**config.mk**
```make
export PLATFORM = sky130hd
export DESIGN_NAME = null_src_sink_block
export DESIGN_NICKNAME = d
export VERILOG_FILES = /design/src/hdl/null_src_sink_pkg.sv /design/src/hdl/null_source.sv /design/src/hdl/null_sink.sv /design/src/hdl/ctrl_readback.sv /design/src/hdl/null_src_sink_block.sv
export SDC_FILE = /design/constraint.sdc
export NUM_CORES = 1
export LEC_CHECK = 0
export BUFFER_PORTS_ARGS = -buffer_cell sky130_fd_sc_hd__buf_2
export CAP_MARGIN = 10
export CORE_MARGIN = 1
export CORE_UTILIZATION = 42
export DETAILED_ROUTE_END_ITERATION = 8
export GPL_TIMING_DRIVEN = 0
export PLACE_DENSITY = 0.64
export REMOVE_ABC_BUFFERS = 1
export SLEW_MARGIN = 30
export SYNTH_ARGS = -nofsm -noshare
export SYNTH_HDL_FRONTEND = slang
export SYNTH_SLANG_ARGS = --single-unit
```
**constraint.sdc**
```tcl
create_clock -name i_ce_clk -period 3.2 [get_ports i_ce_clk]
set_input_delay 0.32 -clock i_ce_clk [delete_from_list [all_inputs] [get_ports i_ce_clk]]
set_output_delay 0.32 -clock i_ce_clk [all_outputs]
set_load 0.1 [all_outputs]
```
**src/hdl/null_src_sink_pkg.sv**
```systemverilog
`default_nettype none

package null_src_sink_pkg;

  //////////////////////////////
  // Widths
  //////////////////////////////
  localparam int TDATA_W    = 64;
  localparam int SET_ADDR_W = 8;
  localparam int SET_DATA_W = 32;
  localparam int CNT_W      = 32;
  localparam int FIELD_W    = 16;
  localparam int RB_DATA_W  = 64;

  // Block identifier returned on readback address 0
  localparam logic [RB_DATA_W-1:0] NOC_ID = 64'hDEAD_BEEF_0123_4567;

  //////////////////////////////
  // Settings register map
  //////////////////////////////
  localparam logic [SET_ADDR_W-1:0] SR_BASE   = 8'd8;
  localparam logic [SET_ADDR_W-1:0] SR_LINES  = SR_BASE + 8'd0;
  localparam logic [SET_ADDR_W-1:0] SR_RATE   = SR_BASE + 8'd1;
  localparam logic [SET_ADDR_W-1:0] SR_ENABLE = SR_BASE + 8'd2;
  localparam logic [SET_ADDR_W-1:0] SR_CLEAR  = SR_BASE + 8'd3;

  // Payload lines per packet out of reset
  localparam logic [FIELD_W-1:0] RESET_LINES = 16'd1;

  //////////////////////////////
  // Bus and stream types
  //////////////////////////////
  // Settings write qualified by a separate strobe
  typedef struct packed {
    logic [SET_ADDR_W-1:0] addr;
    logic [SET_DATA_W-1:0] data;
  } set_bus_t;

  // One stream line
  typedef struct packed {
    logic [TDATA_W-1:0] tdata;
    logic               tlast;
  } axis_beat_t;

  // Any other readback address reads as zero
  typedef enum logic [SET_ADDR_W-1:0] {
    RB_NOC_ID     = 8'd0,
    RB_SINK_PKTS  = 8'd1,
    RB_SINK_LINES = 8'd2,
    RB_SRC_PKTS   = 8'd3,
    RB_SETTINGS   = 8'd4
  } rb_sel_t;

  // Source FSM states
  typedef enum logic [1:0] {
    SRC_IDLE,
    SRC_HEADER,
    SRC_PAYLOAD,
    SRC_GAP
  } src_state_t;

endpackage

`default_nettype wire

```
**src/hdl/null_source.sv**
```systemverilog
`timescale 1ns/1ns
`default_nettype none

module null_source (
  input  wire                                        i_ce_clk,
  input  wire                                        i_arst_n,
  input  wire                                        i_set_stb,
  input  wire null_src_sink_pkg::set_bus_t           i_set,
  output null_src_sink_pkg::axis_beat_t              o_src_beat,
  output logic                                       o_src_tvalid,
  input  wire                                        i_src_tready,
  output logic [null_src_sink_pkg::CNT_W-1:0]        o_pkts_sent,
  output logic [null_src_sink_pkg::CNT_W-1:0]        o_settings
);

  null_src_sink_pkg::src_state_t            state_q;
  null_src_sink_pkg::src_state_t            state_d;
  logic [null_src_sink_pkg::FIELD_W-1:0]    lines_q;
  logic [null_src_sink_pkg::FIELD_W-1:0]    rate_q;
  logic                                     enable_q;
  logic [null_src_sink_pkg::FIELD_W-1:0]    lines_eff;
  logic [null_src_sink_pkg::FIELD_W-1:0]    pkt_lines_q;
  logic [null_src_sink_pkg::FIELD_W-1:0]    line_cnt_q;
  logic [null_src_sink_pkg::FIELD_W-1:0]    gap_cnt_q;
  logic [null_src_sink_pkg::CNT_W-1:0]      seq_q;
  logic                                     done_q;
  logic                                     xfer;
  logic                                     pkt_end;
  logic                                     enter_header;

  //////////////////////////////
  // Settings registers
  //////////////////////////////
  always_ff @(posedge i_ce_clk or negedge i_arst_n) begin
    if (!i_arst_n) begin
      lines_q  <= null_src_sink_pkg::RESET_LINES;
      rate_q   <= '0;
      enable_q <= 1'b0;
    end else if (i_set_stb) begin
      case (i_set.addr)
        null_src_sink_pkg::SR_LINES:  lines_q  <= i_set.data[null_src_sink_pkg::FIELD_W-1:0];
        null_src_sink_pkg::SR_RATE:   rate_q   <= i_set.data[null_src_sink_pkg::FIELD_W-1:0];
        null_src_sink_pkg::SR_ENABLE: enable_q <= i_set.data[0];
        default: ;
      endcase
    end
  end

  // Zero lines behaves as one
  assign lines_eff  = (lines_q == '0) ? 16'd1 : lines_q;
  assign o_settings = {rate_q, lines_q};

  //////////////////////////////
  // Packet FSM
  //////////////////////////////
  assign xfer    = o_src_tvalid && i_src_tready;
  assign pkt_end = (state_q == null_src_sink_pkg::SRC_PAYLOAD) &&
                   (line_cnt_q == pkt_lines_q - 16'd1);

  always_comb begin
    state_d = state_q;
    case (state_q)
      null_src_sink_pkg::SRC_IDLE: begin
        if (enable_q) begin
          state_d = null_src_sink_pkg::SRC_HEADER;
        end
      end
      null_src_sink_pkg::SRC_HEADER, null_src_sink_pkg::SRC_PAYLOAD: begin
        if (xfer) begin
          if (rate_q != '0) begin
            state_d = null_src_sink_pkg::SRC_GAP;
          end else if (!pkt_end) begin
            state_d = null_src_sink_pkg::SRC_PAYLOAD;
          end else if (enable_q) begin
            state_d = null_src_sink_pkg::SRC_HEADER;
          end else begin
            state_d = null_src_sink_pkg::SRC_IDLE;
          end
        end
      end
      null_src_sink_pkg::SRC_GAP: begin
        // Resume mid-packet, or start over once the last line has gone
        if (gap_cnt_q == '0) begin
          if (!done_q) begin
            state_d = null_src_sink_pkg::SRC_PAYLOAD;
          end else if (enable_q) begin
            state_d = null_src_sink_pkg::SRC_HEADER;
          end else begin
            state_d = null_src_sink_pkg::SRC_IDLE;
          end
        end
      end
      default: state_d = null_src_sink_pkg::SRC_IDLE;
    endcase
  end

  assign enter_header = (state_d == null_src_sink_pkg::SRC_HEADER) &&
                        (state_q != null_src_sink_pkg::SRC_HEADER);

  always_ff @(posedge i_ce_clk or negedge i_arst_n) begin
    if (!i_arst_n) begin
      state_q     <= null_src_sink_pkg::SRC_IDLE;
      pkt_lines_q <= null_src_sink_pkg::RESET_LINES;
      line_cnt_q  <= '0;
      gap_cnt_q   <= '0;
      seq_q       <= '0;
      done_q      <= 1'b0;
      o_pkts_sent <= '0;
    end else begin
      state_q <= state_d;
      // Length is frozen for the whole packet
      if (enter_header) begin
        pkt_lines_q <= lines_eff;
        line_cnt_q  <= '0;
      end else if (xfer && (state_q == null_src_sink_pkg::SRC_PAYLOAD)) begin
        line_cnt_q <= line_cnt_q + 16'd1;
      end
      if (xfer) begin
        gap_cnt_q <= rate_q - 16'd1;
        done_q    <= pkt_end;
      end else if (state_q == null_src_sink_pkg::SRC_GAP && gap_cnt_q != '0) begin
        gap_cnt_q <= gap_cnt_q - 16'd1;
      end
      if (xfer && pkt_end) begin
        seq_q       <= seq_q + 32'd1;
        o_pkts_sent <= o_pkts_sent + 32'd1;
      end
    end
  end

  //////////////////////////////
  // Output line
  //////////////////////////////
  assign o_src_tvalid = (state_q == null_src_sink_pkg::SRC_HEADER) ||
                        (state_q == null_src_sink_pkg::SRC_PAYLOAD);

  always_comb begin
    if (state_q == null_src_sink_pkg::SRC_HEADER) begin
      // Sequence number and payload byte count
      o_src_beat.tdata = {seq_q, 13'd0, pkt_lines_q, 3'd0};
    end else begin
      o_src_beat.tdata = {seq_q, 16'd0, line_cnt_q};
    end
    o_src_beat.tlast = pkt_end;
  end

endmodule

`default_nettype wire

```
**src/hdl/null_sink.sv**
```systemverilog
`timescale 1ns/1ns
`default_nettype none

module null_sink (
  input  wire                                   i_ce_clk,
  input  wire                                   i_arst_n,
  input  wire                                   i_set_stb,
  input  wire null_src_sink_pkg::set_bus_t      i_set,
  input  wire null_src_sink_pkg::axis_beat_t    i_snk_beat,
  input  wire                                   i_snk_tvalid,
  output logic                                  o_snk_tready,
  output logic [null_src_sink_pkg::CNT_W-1:0]   o_pkt_count,
  output logic [null_src_sink_pkg::CNT_W-1:0]   o_line_count
);

  logic xfer;
  logic clear;

  // Data is dropped, so the input never stalls
  assign o_snk_tready = 1'b1;

  assign xfer  = i_snk_tvalid && o_snk_tready;
  assign clear = i_set_stb && (i_set.addr == null_src_sink_pkg::SR_CLEAR);

  //////////////////////////////
  // Traffic counters
  //////////////////////////////
  always_ff @(posedge i_ce_clk or negedge i_arst_n) begin
    if (!i_arst_n) begin
      o_line_count <= '0;
    end else if (clear) begin
      o_line_count <= '0;
    end else if (xfer) begin
      o_line_count <= o_line_count + 32'd1;
    end
  end

  // Packets end on tlast
  always_ff @(posedge i_ce_clk or negedge i_arst_n) begin
    if (!i_arst_n) begin
      o_pkt_count <= '0;
    end else if (clear) begin
      o_pkt_count <= '0;
    end else if (xfer && i_snk_beat.tlast) begin
      o_pkt_count <= o_pkt_count + 32'd1;
    end
  end

endmodule

`default_nettype wire

```
**src/hdl/ctrl_readback.sv**
```systemverilog
`timescale 1ns/1ns
`default_nettype none

module ctrl_readback (
  input  wire                                        i_ce_clk,
  input  wire                                        i_arst_n,
  input  wire  [null_src_sink_pkg::SET_ADDR_W-1:0]   i_rb_addr,
  input  wire  [null_src_sink_pkg::CNT_W-1:0]        i_snk_pkts,
  input  wire  [null_src_sink_pkg::CNT_W-1:0]        i_snk_lines,
  input  wire  [null_src_sink_pkg::CNT_W-1:0]        i_src_pkts,
  input  wire  [null_src_sink_pkg::CNT_W-1:0]        i_settings,
  output logic [null_src_sink_pkg::RB_DATA_W-1:0]    o_rb_data
);

  null_src_sink_pkg::rb_sel_t                  sel;
  logic [null_src_sink_pkg::RB_DATA_W-1:0]     rb_mux;

  assign sel = null_src_sink_pkg::rb_sel_t'(i_rb_addr);

  //////////////////////////////
  // Address decode
  //////////////////////////////
  always_comb begin
    case (sel)
      null_src_sink_pkg::RB_NOC_ID:     rb_mux = null_src_sink_pkg::NOC_ID;
      null_src_sink_pkg::RB_SINK_PKTS:  rb_mux = {32'd0, i_snk_pkts};
      null_src_sink_pkg::RB_SINK_LINES: rb_mux = {32'd0, i_snk_lines};
      null_src_sink_pkg::RB_SRC_PKTS:   rb_mux = {32'd0, i_src_pkts};
      null_src_sink_pkg::RB_SETTINGS:   rb_mux = {32'd0, i_settings};
      // Unmapped addresses
      default:                          rb_mux = '0;
    endcase
  end

  // One cycle from address to data
  always_ff @(posedge i_ce_clk or negedge i_arst_n) begin
    if (!i_arst_n) begin
      o_rb_data <= '0;
    end else begin
      o_rb_data <= rb_mux;
    end
  end

endmodule

`default_nettype wire

```
**src/hdl/null_src_sink_block.sv**
```systemverilog
`timescale 1ns/1ns
`default_nettype none

module null_src_sink_block (
  input  wire                                        i_ce_clk,
  input  wire                                        i_arst_n,
  // Settings bus
  input  wire                                        i_set_stb,
  input  wire null_src_sink_pkg::set_bus_t           i_set,
  // Output stream
  output null_src_sink_pkg::axis_beat_t              o_src_beat,
  output logic                                       o_src_tvalid,
  input  wire                                        i_src_tready,
  // Input stream
  input  wire null_src_sink_pkg::axis_beat_t         i_snk_beat,
  input  wire                                        i_snk_tvalid,
  output logic                                       o_snk_tready,
  // Readback
  input  wire  [null_src_sink_pkg::SET_ADDR_W-1:0]   i_rb_addr,
  output logic [null_src_sink_pkg::RB_DATA_W-1:0]    o_rb_data
);

  logic [null_src_sink_pkg::CNT_W-1:0] src_pkts;
  logic [null_src_sink_pkg::CNT_W-1:0] src_settings;
  logic [null_src_sink_pkg::CNT_W-1:0] snk_pkts;
  logic [null_src_sink_pkg::CNT_W-1:0] snk_lines;

  //////////////////////////////
  // Packet generator
  //////////////////////////////
  null_source u_source (
    .i_ce_clk     (i_ce_clk),
    .i_arst_n     (i_arst_n),
    .i_set_stb    (i_set_stb),
    .i_set        (i_set),
    .o_src_beat   (o_src_beat),
    .o_src_tvalid (o_src_tvalid),
    .i_src_tready (i_src_tready),
    .o_pkts_sent  (src_pkts),
    .o_settings   (src_settings)
  );

  //////////////////////////////
  // Discarding sink
  //////////////////////////////
  null_sink u_sink (
    .i_ce_clk     (i_ce_clk),
    .i_arst_n     (i_arst_n),
    .i_set_stb    (i_set_stb),
    .i_set        (i_set),
    .i_snk_beat   (i_snk_beat),
    .i_snk_tvalid (i_snk_tvalid),
    .o_snk_tready (o_snk_tready),
    .o_pkt_count  (snk_pkts),
    .o_line_count (snk_lines)
  );

  // Status words back to software
  ctrl_readback u_readback (
    .i_ce_clk    (i_ce_clk),
    .i_arst_n    (i_arst_n),
    .i_rb_addr   (i_rb_addr),
    .i_snk_pkts  (snk_pkts),
    .i_snk_lines (snk_lines),
    .i_src_pkts  (src_pkts),
    .i_settings  (src_settings),
    .o_rb_data   (o_rb_data)
  );

endmodule

`default_nettype wire

```
Yosys cells after proc, flatten, opt, wreduce, memory -nomap -nowiden

Index checks and enable logic that the tools add are counted.

Memories: 0
Input port bits: 118
Latch bits: 0
Bits in writable memories: 0
Bits in read-only memories: 0
Register bits after elaboration: 276
Output and inout port bits: 131

Eq/ne operators: 14
Multiply operators: 0
Shift-type cells: 0
Magnitude comparators: 0
Add/sub/neg operators: 8
Bitwise gates (word level): 0
Div/mod/pow operators: 0
Reductions and logical operators: 23
Multiplexer cells: 19

Operator list:

| kind                                                | number |
|---|---|
| one-hot mux 64 bit (5 select lines)                 | 1 |
| adder 32 x 1 -> 32 bit, second input constant       | 4 |
| two-way mux 32 bit                                  | 4 |
| two-way mux 16 bit                                  | 5 |
| subtractor 16 x 1 -> 16 bit, second input constant  | 3 |
| equality test 8 x 4 -> 1 bit, second input constant | 4 |
| zero test 16 bit                                    | 2 |
| nonzero test 16 bit                                 | 2 |
| two-way mux 19 bit                                  | 1 |
| adder 16 x 1 -> 16 bit, second input constant       | 1 |
| equality test 16 bit                                | 1 |
| equality test 8 x 2 -> 1 bit, second input constant | 2 |
| two-way mux 2 bit                                   | 6 |
| equality test 8 x 1 -> 1 bit, second input constant | 1 |
| equality test 8 x 3 -> 1 bit, second input constant | 1 |
| logical AND 1 bit                                   | 8 |
| zero test 8 bit                                     | 1 |
| nonzero test 2 bit                                  | 4 |
| one-hot mux 2 bit (3 select lines)                  | 1 |
| AND reduction 2 bit                                 | 3 |
| equality test 2 x 1 -> 1 bit, second input constant | 2 |
| equality test 2 bit, second input constant          | 2 |
| zero test 2 bit                                     | 1 |
| != test 2 x 1 -> 1 bit, second input constant       | 1 |
| other kinds (3)                                     | 3 |

Logic depth before layout (Yosys ltp)

Depth in word-level cells: 10
Mapped depth: 14
Mapped depth without buffers: 12

Modules after synthesis

Synthesis repeated with hierarchy kept, for this count alone.

Cell total of the unflattened synthesis: 1410
Area, all modules: 13887.1 µm²

Modules (own cells, without submodules):

| module        | instances | cells an instance | seq. area each (µm²) | area an instance (µm²) |
|---|---|---|---|---|
| null_source   | 1         | 837               | 3706.1               | 8232.9 |
| null_sink     | 1         | 373               | 1601.5               | 3485.8 |
| ctrl_readback | 1         | 200               | 825.8                | 2168.3 |

Worst setup path after synthesis

No wires, ideal clock.

Path kind: reg-to-reg
Start: register u_source.state_q[0]
End: register u_source.gap_cnt_q[12] (netlist bit)
Buffers on the path: 3
Setup slack: -881 ps
Library setup time: 143 ps
Arrival: 3938 ps
Period minus slack after synthesis: 4081 ps
Cell stages (with the launch flop): 15
Path through: dfrtp_1 inv_1 ha_1 buf_2 nand2_1 clkbuf_1 clkbuf_1 mux2i_1 ha_1 o21ai_0 o21bai_1 nor3b_1 o211ai_1 o31ai_1 a22oi_1

Word-level cells in the longest chain between the ends: 4

RTL lines:

| what                                                                | line                                   | text |
|---|---|---|
| start, declared                                                     | null_source.sv:16                      | `null_src_sink_pkg::src_state_t state_q;` |
| start signal, assigned                                              | null_source.sv:102                     | `state_q <= null_src_sink_pkg::SRC_IDLE;` |
| start signal, assigned                                              | null_source.sv:110                     | `state_q <= state_d;` |
| equality test 2 x 1 -> 1 bit or equality test 2 bit (tied branches) | null_source.sv:134, null_source.sv:135 |  |
| logical OR 1 bit *                                                  | null_source.sv:134                     | `assign o_src_tvalid = (state_q == null_src_sink_pkg::SRC_HEADER) \|\|` |
| named net o_src_tvalid                                              | null_src_sink_block.sv:12              | `output logic o_src_tvalid,` |
| logical AND 1 bit *                                                 | null_source.sv:56                      | `assign xfer = o_src_tvalid && i_src_tready;` |
| two-way mux 16 bit or nonzero test 2 bit (tied branches)            | -                                      |  |
| end signal, assigned                                                | null_source.sv:119                     | `gap_cnt_q <= rate_q - 16'd1;` |
| end signal, assigned                                                | null_source.sv:122                     | `gap_cnt_q <= gap_cnt_q - 16'd1;` |
| end, declared                                                       | null_source.sv:24                      | `logic [null_src_sink_pkg::FIELD_W-1:0] gap_cnt_q;` |

The timed path passes the listed nets; every way through them passes the cells marked *.
A chain may end at the register's enable or synchronous reset.

==> key figures <==
Outcome
  • Run status: finished clean

Synth
  • Library cells used by synthesis: 80
  • Post-Syn Area: 13900 um^2
  • Yosys warnings: 0
  • Async set or reset register ratio after synthesis: 100%
  • Syn Area/Cell: approximately 9.7 um^2
  • FF+latch count, synth: approximately 250
  • Sequential fraction of the synthesis area: roughly 44%
  • Syn Inst Count: about 1400
  • Most used DFF post-synth: dfrtp_1
  • Number of synthesized flops with an enable pin: 0

Critical path
  • Worst R2R End: u_source.gap_cnt_q[10]
  • Crit path from: u_source.pkt_lines_q[1]
  • Worst Path Required: 2.88 ns
  • WP data arrival: roughly 2.9 ns
  • Crit path to: o_src_beat[0]
  • CP Cell Sequence: buf_4 > nor4_4 > nand4_1 > or4_4 > o211ai_4 > nand3_1 > nor3_2 > buf_6
  • R2R setup slack: ~0.14 ns
  • Crit end category: output pin
  • Worst setup SP type: flop
  • CP peak stage delay: between 0.5 and 0.6 ns
  • R2R Path Start: u_source.state_q[1]
  • Crit path max fanout: 3
  • Slowest cell on the critical path: or4_4
  • Number of cells on the worst reg-to-reg path: 12
  • CP Class: reg -> out

Route
  • DRC viols: 0
  • Post-DRT Antenna Nets: 0
  • Vias per Instance: 5.68
  • DRT iter0 DRCs: 960
  • Via count: between 10000 and 15000
  • Routed wire length: 37500 um
  • 1st-pass router iterations: 6
  • Routed len/inst: 18.6 um

Clock network
  • H-Tree Level Count: 1
  • Max clock buf depth: 3
  • CTS Root Cell: clkbuf_16
  • Clk_lat worst skew: 0.59 ns
  • CTS tree: done
  • # clock sinks: 245
  • CTS Buf Count: 28
  • Clock-pin slew on the worst setup and hold paths: 0.07 ns

Cells and area
  • Most common cell after layout, fill and taps aside: dfrtp_1
  • Fin util: 50.0%
  • Finished Layout Cells: roughly 2000
  • Most frequent cells in the layout: 237 x dfrtp_1, 145 x buf_2, 135 x nand2_1
  • Share of cells above drive strength 1: 24.0%
  • Layout area overhead: 17.1%
  • Fin area: 16300 um^2
  • Layout Nets: roughly 1700

Floorplanning
  • Rows: 66
  • Initial Utilization: 42.7%
  • Die ar.: about 34000 um^2
  • Die width: about 180 um
  • Core Box Area: about 33000 um^2
  • Ports: 249
  • Die height: 184 um

Global routing
  • Largest net degree at the start of global routing: 65
  • Overflow after GRT: 0
  • Total track usage: 22.0%
  • Antenna violations before repair: 0
  • Number of global-route vias before repair: 10800
  • First-pass GRT wire length: around 59000 um

STA
  • Max-slew violation count: 0
  • Setup TNS: 0 ns
  • Period utilization: between 90 and 100%
  • Max Freq: 0.315 GHz
  • Final hold violations: 0
  • RSZ-0062 raised after global routing: true
  • Final Skew: between 0.05 and 0.06 ns
  • Final setup vio count: 0
  • Tightest Pin Transition: between 0.9 and 1 ns
  • Minimum clock period: between 3 and 4 ns
  • Slew margin rel.: between 30 and 40%

Placed design
  • Placed instance area: between 10000 and 15000 um^2
  • Placer Congestion: between 0.8 and 0.9
  • Cells after DPL: approximately 1900
  • Port Buffers: 146
  • DP HPWL: around 25000 um

Power and ir drop
  • Peak supply drop: roughly 0.0005 V
  • P per Cell Area: roughly 750 nW/um^2
  • Leakage power: 7.76 nW

Hold path
  • Hold crit path type: in -> reg

Job
  • Max cap viols: 0
## synthesized netlist by cell type, drive strengths merged, types with 4 or more instances
master	count	area [um^2]
mux2	52	586
and2	12	75.1
or3	11	68.8
a221o	24	240
o21a	4	30.0
o21ai	21	105
xor2	103	902
o31ai	8	60.1
nand4	54	374
a311oi	4	35.0
a31oi	6	37.5
and3	27	169
nor2	134	503
nor3b	8	65.1
mux2i	8	80.1
and4	18	158
clkbuf	55	206
o211ai	7	57.6
nor2b	6	37.5
a222oi	20	200
buf	75	520
xnor2	44	385
nor4	30	219
a2bb2oi	15	181
nor3	61	397
nand3b	5	37.5
inv	31	116
nand2b	8	50.1
a211oi	13	97.6
dfrtp	243	6080
nand3	87	435
nand2	136	510
a21o	7	52.6
ha	11	138
a21oi	35	175
## metrics by stage
stage | setup slack [ns] | hold WS (ns) | total power [mW]
global route | -0.0774 | 0.0162 | 12.8
detailed placement | -0.816 | 0.304 | 8.23
CTS | 0.000861 | 0.00396 | 12.0
finish | 0.0227 | 0.0161 | 12.2
global placement | -2.79 | 0.451 | 8.05
floorplan | -11.70 | 0.0244 | 7.15
## layout make-up
type	instances	area (um^2)
repair buffers	189	1220
diodes	1	2.50
clock buffers	32	746
multi-input cells	1050	7250
fillers	3007	16300
flip-flops and latches	245	6140
well taps	442	553
clock inverters	19	235
inverters	31	116
## worst max-delay path: cells and delay by family, from the launching register on
| kind | cells | cell delay (ns) |
|---|---|---|
| buf+inv | 2 | 0.43 |
| compound gates | 1 | 0.10 |
| flops | 1 | 0.44 |
| simple gates | 5 | 1.35 |
## cells by family after synthesis
family          count (synthesis)  synth area share [%]
fa+ha+maj                      11                 0.991
other cells                     2                0.0541
flops                         245                  44.2
mux                            60                  4.79
xor+xnor                      147                  9.27
simple gates                  612                  23.4
buf+inv                       161                  6.07
compound gates                196                  11.2
## power by group
group | internal [mW] | switching [mW]
Sequential | 3.46 | 0.659
Clock | 2.01 | 1.39
Combinational | 1.61 | 3.03
## routing by layer
layer	wire length, um	global-route usage, %
met1	16500	30.9
met2	17100	34.5
met3	2740	3.74
met4	1060	6.93
met5	0	0
## state kept, by name, summed over array words and instances, names as in the netlist
register / cells
u_readback.o_rb_data: 33
u_sink.o_line_count: 32
u_sink.o_pkt_count: 32
u_source.o_pkts_sent: 32
u_source.seq_q: 32
u_source.gap_cnt_q: 16
u_source.line_cnt_q: 16
u_source.lines_q: 16
u_source.pkt_lines_q: 16
u_source.rate_q: 16
u_source.state_q: 2
u_source.done_q: 1
u_source.enable_q: 1
## how the worst min path moves through the flow
stage,cells past startpoint,end,start
finish,2,u_source.lines_q[15],i_set[15]
global route,2,u_source.lines_q[15],i_set[15]
CTS,2,u_source.rate_q[11],i_set[11]
detailed placement,1,u_source.gap_cnt_q[13],i_arst_n
global placement,1,u_source.seq_q[31],u_source.seq_q[31]
floorplan,0,u_readback.o_rb_data[0],i_arst_n
## what timing repair did
item / in CTS / in global routing
hold buffers: 6 / 0
setup endpoints to repair: 93 / 72
pin swaps: 7 / 7
endpoints found under the hold margin: 70 / 0
setup buffers: 11 / 13
resized for setup: 32 / 16
gates cloned: 1 / 1
Note: power is estimated with default switching activity, not from simulation.
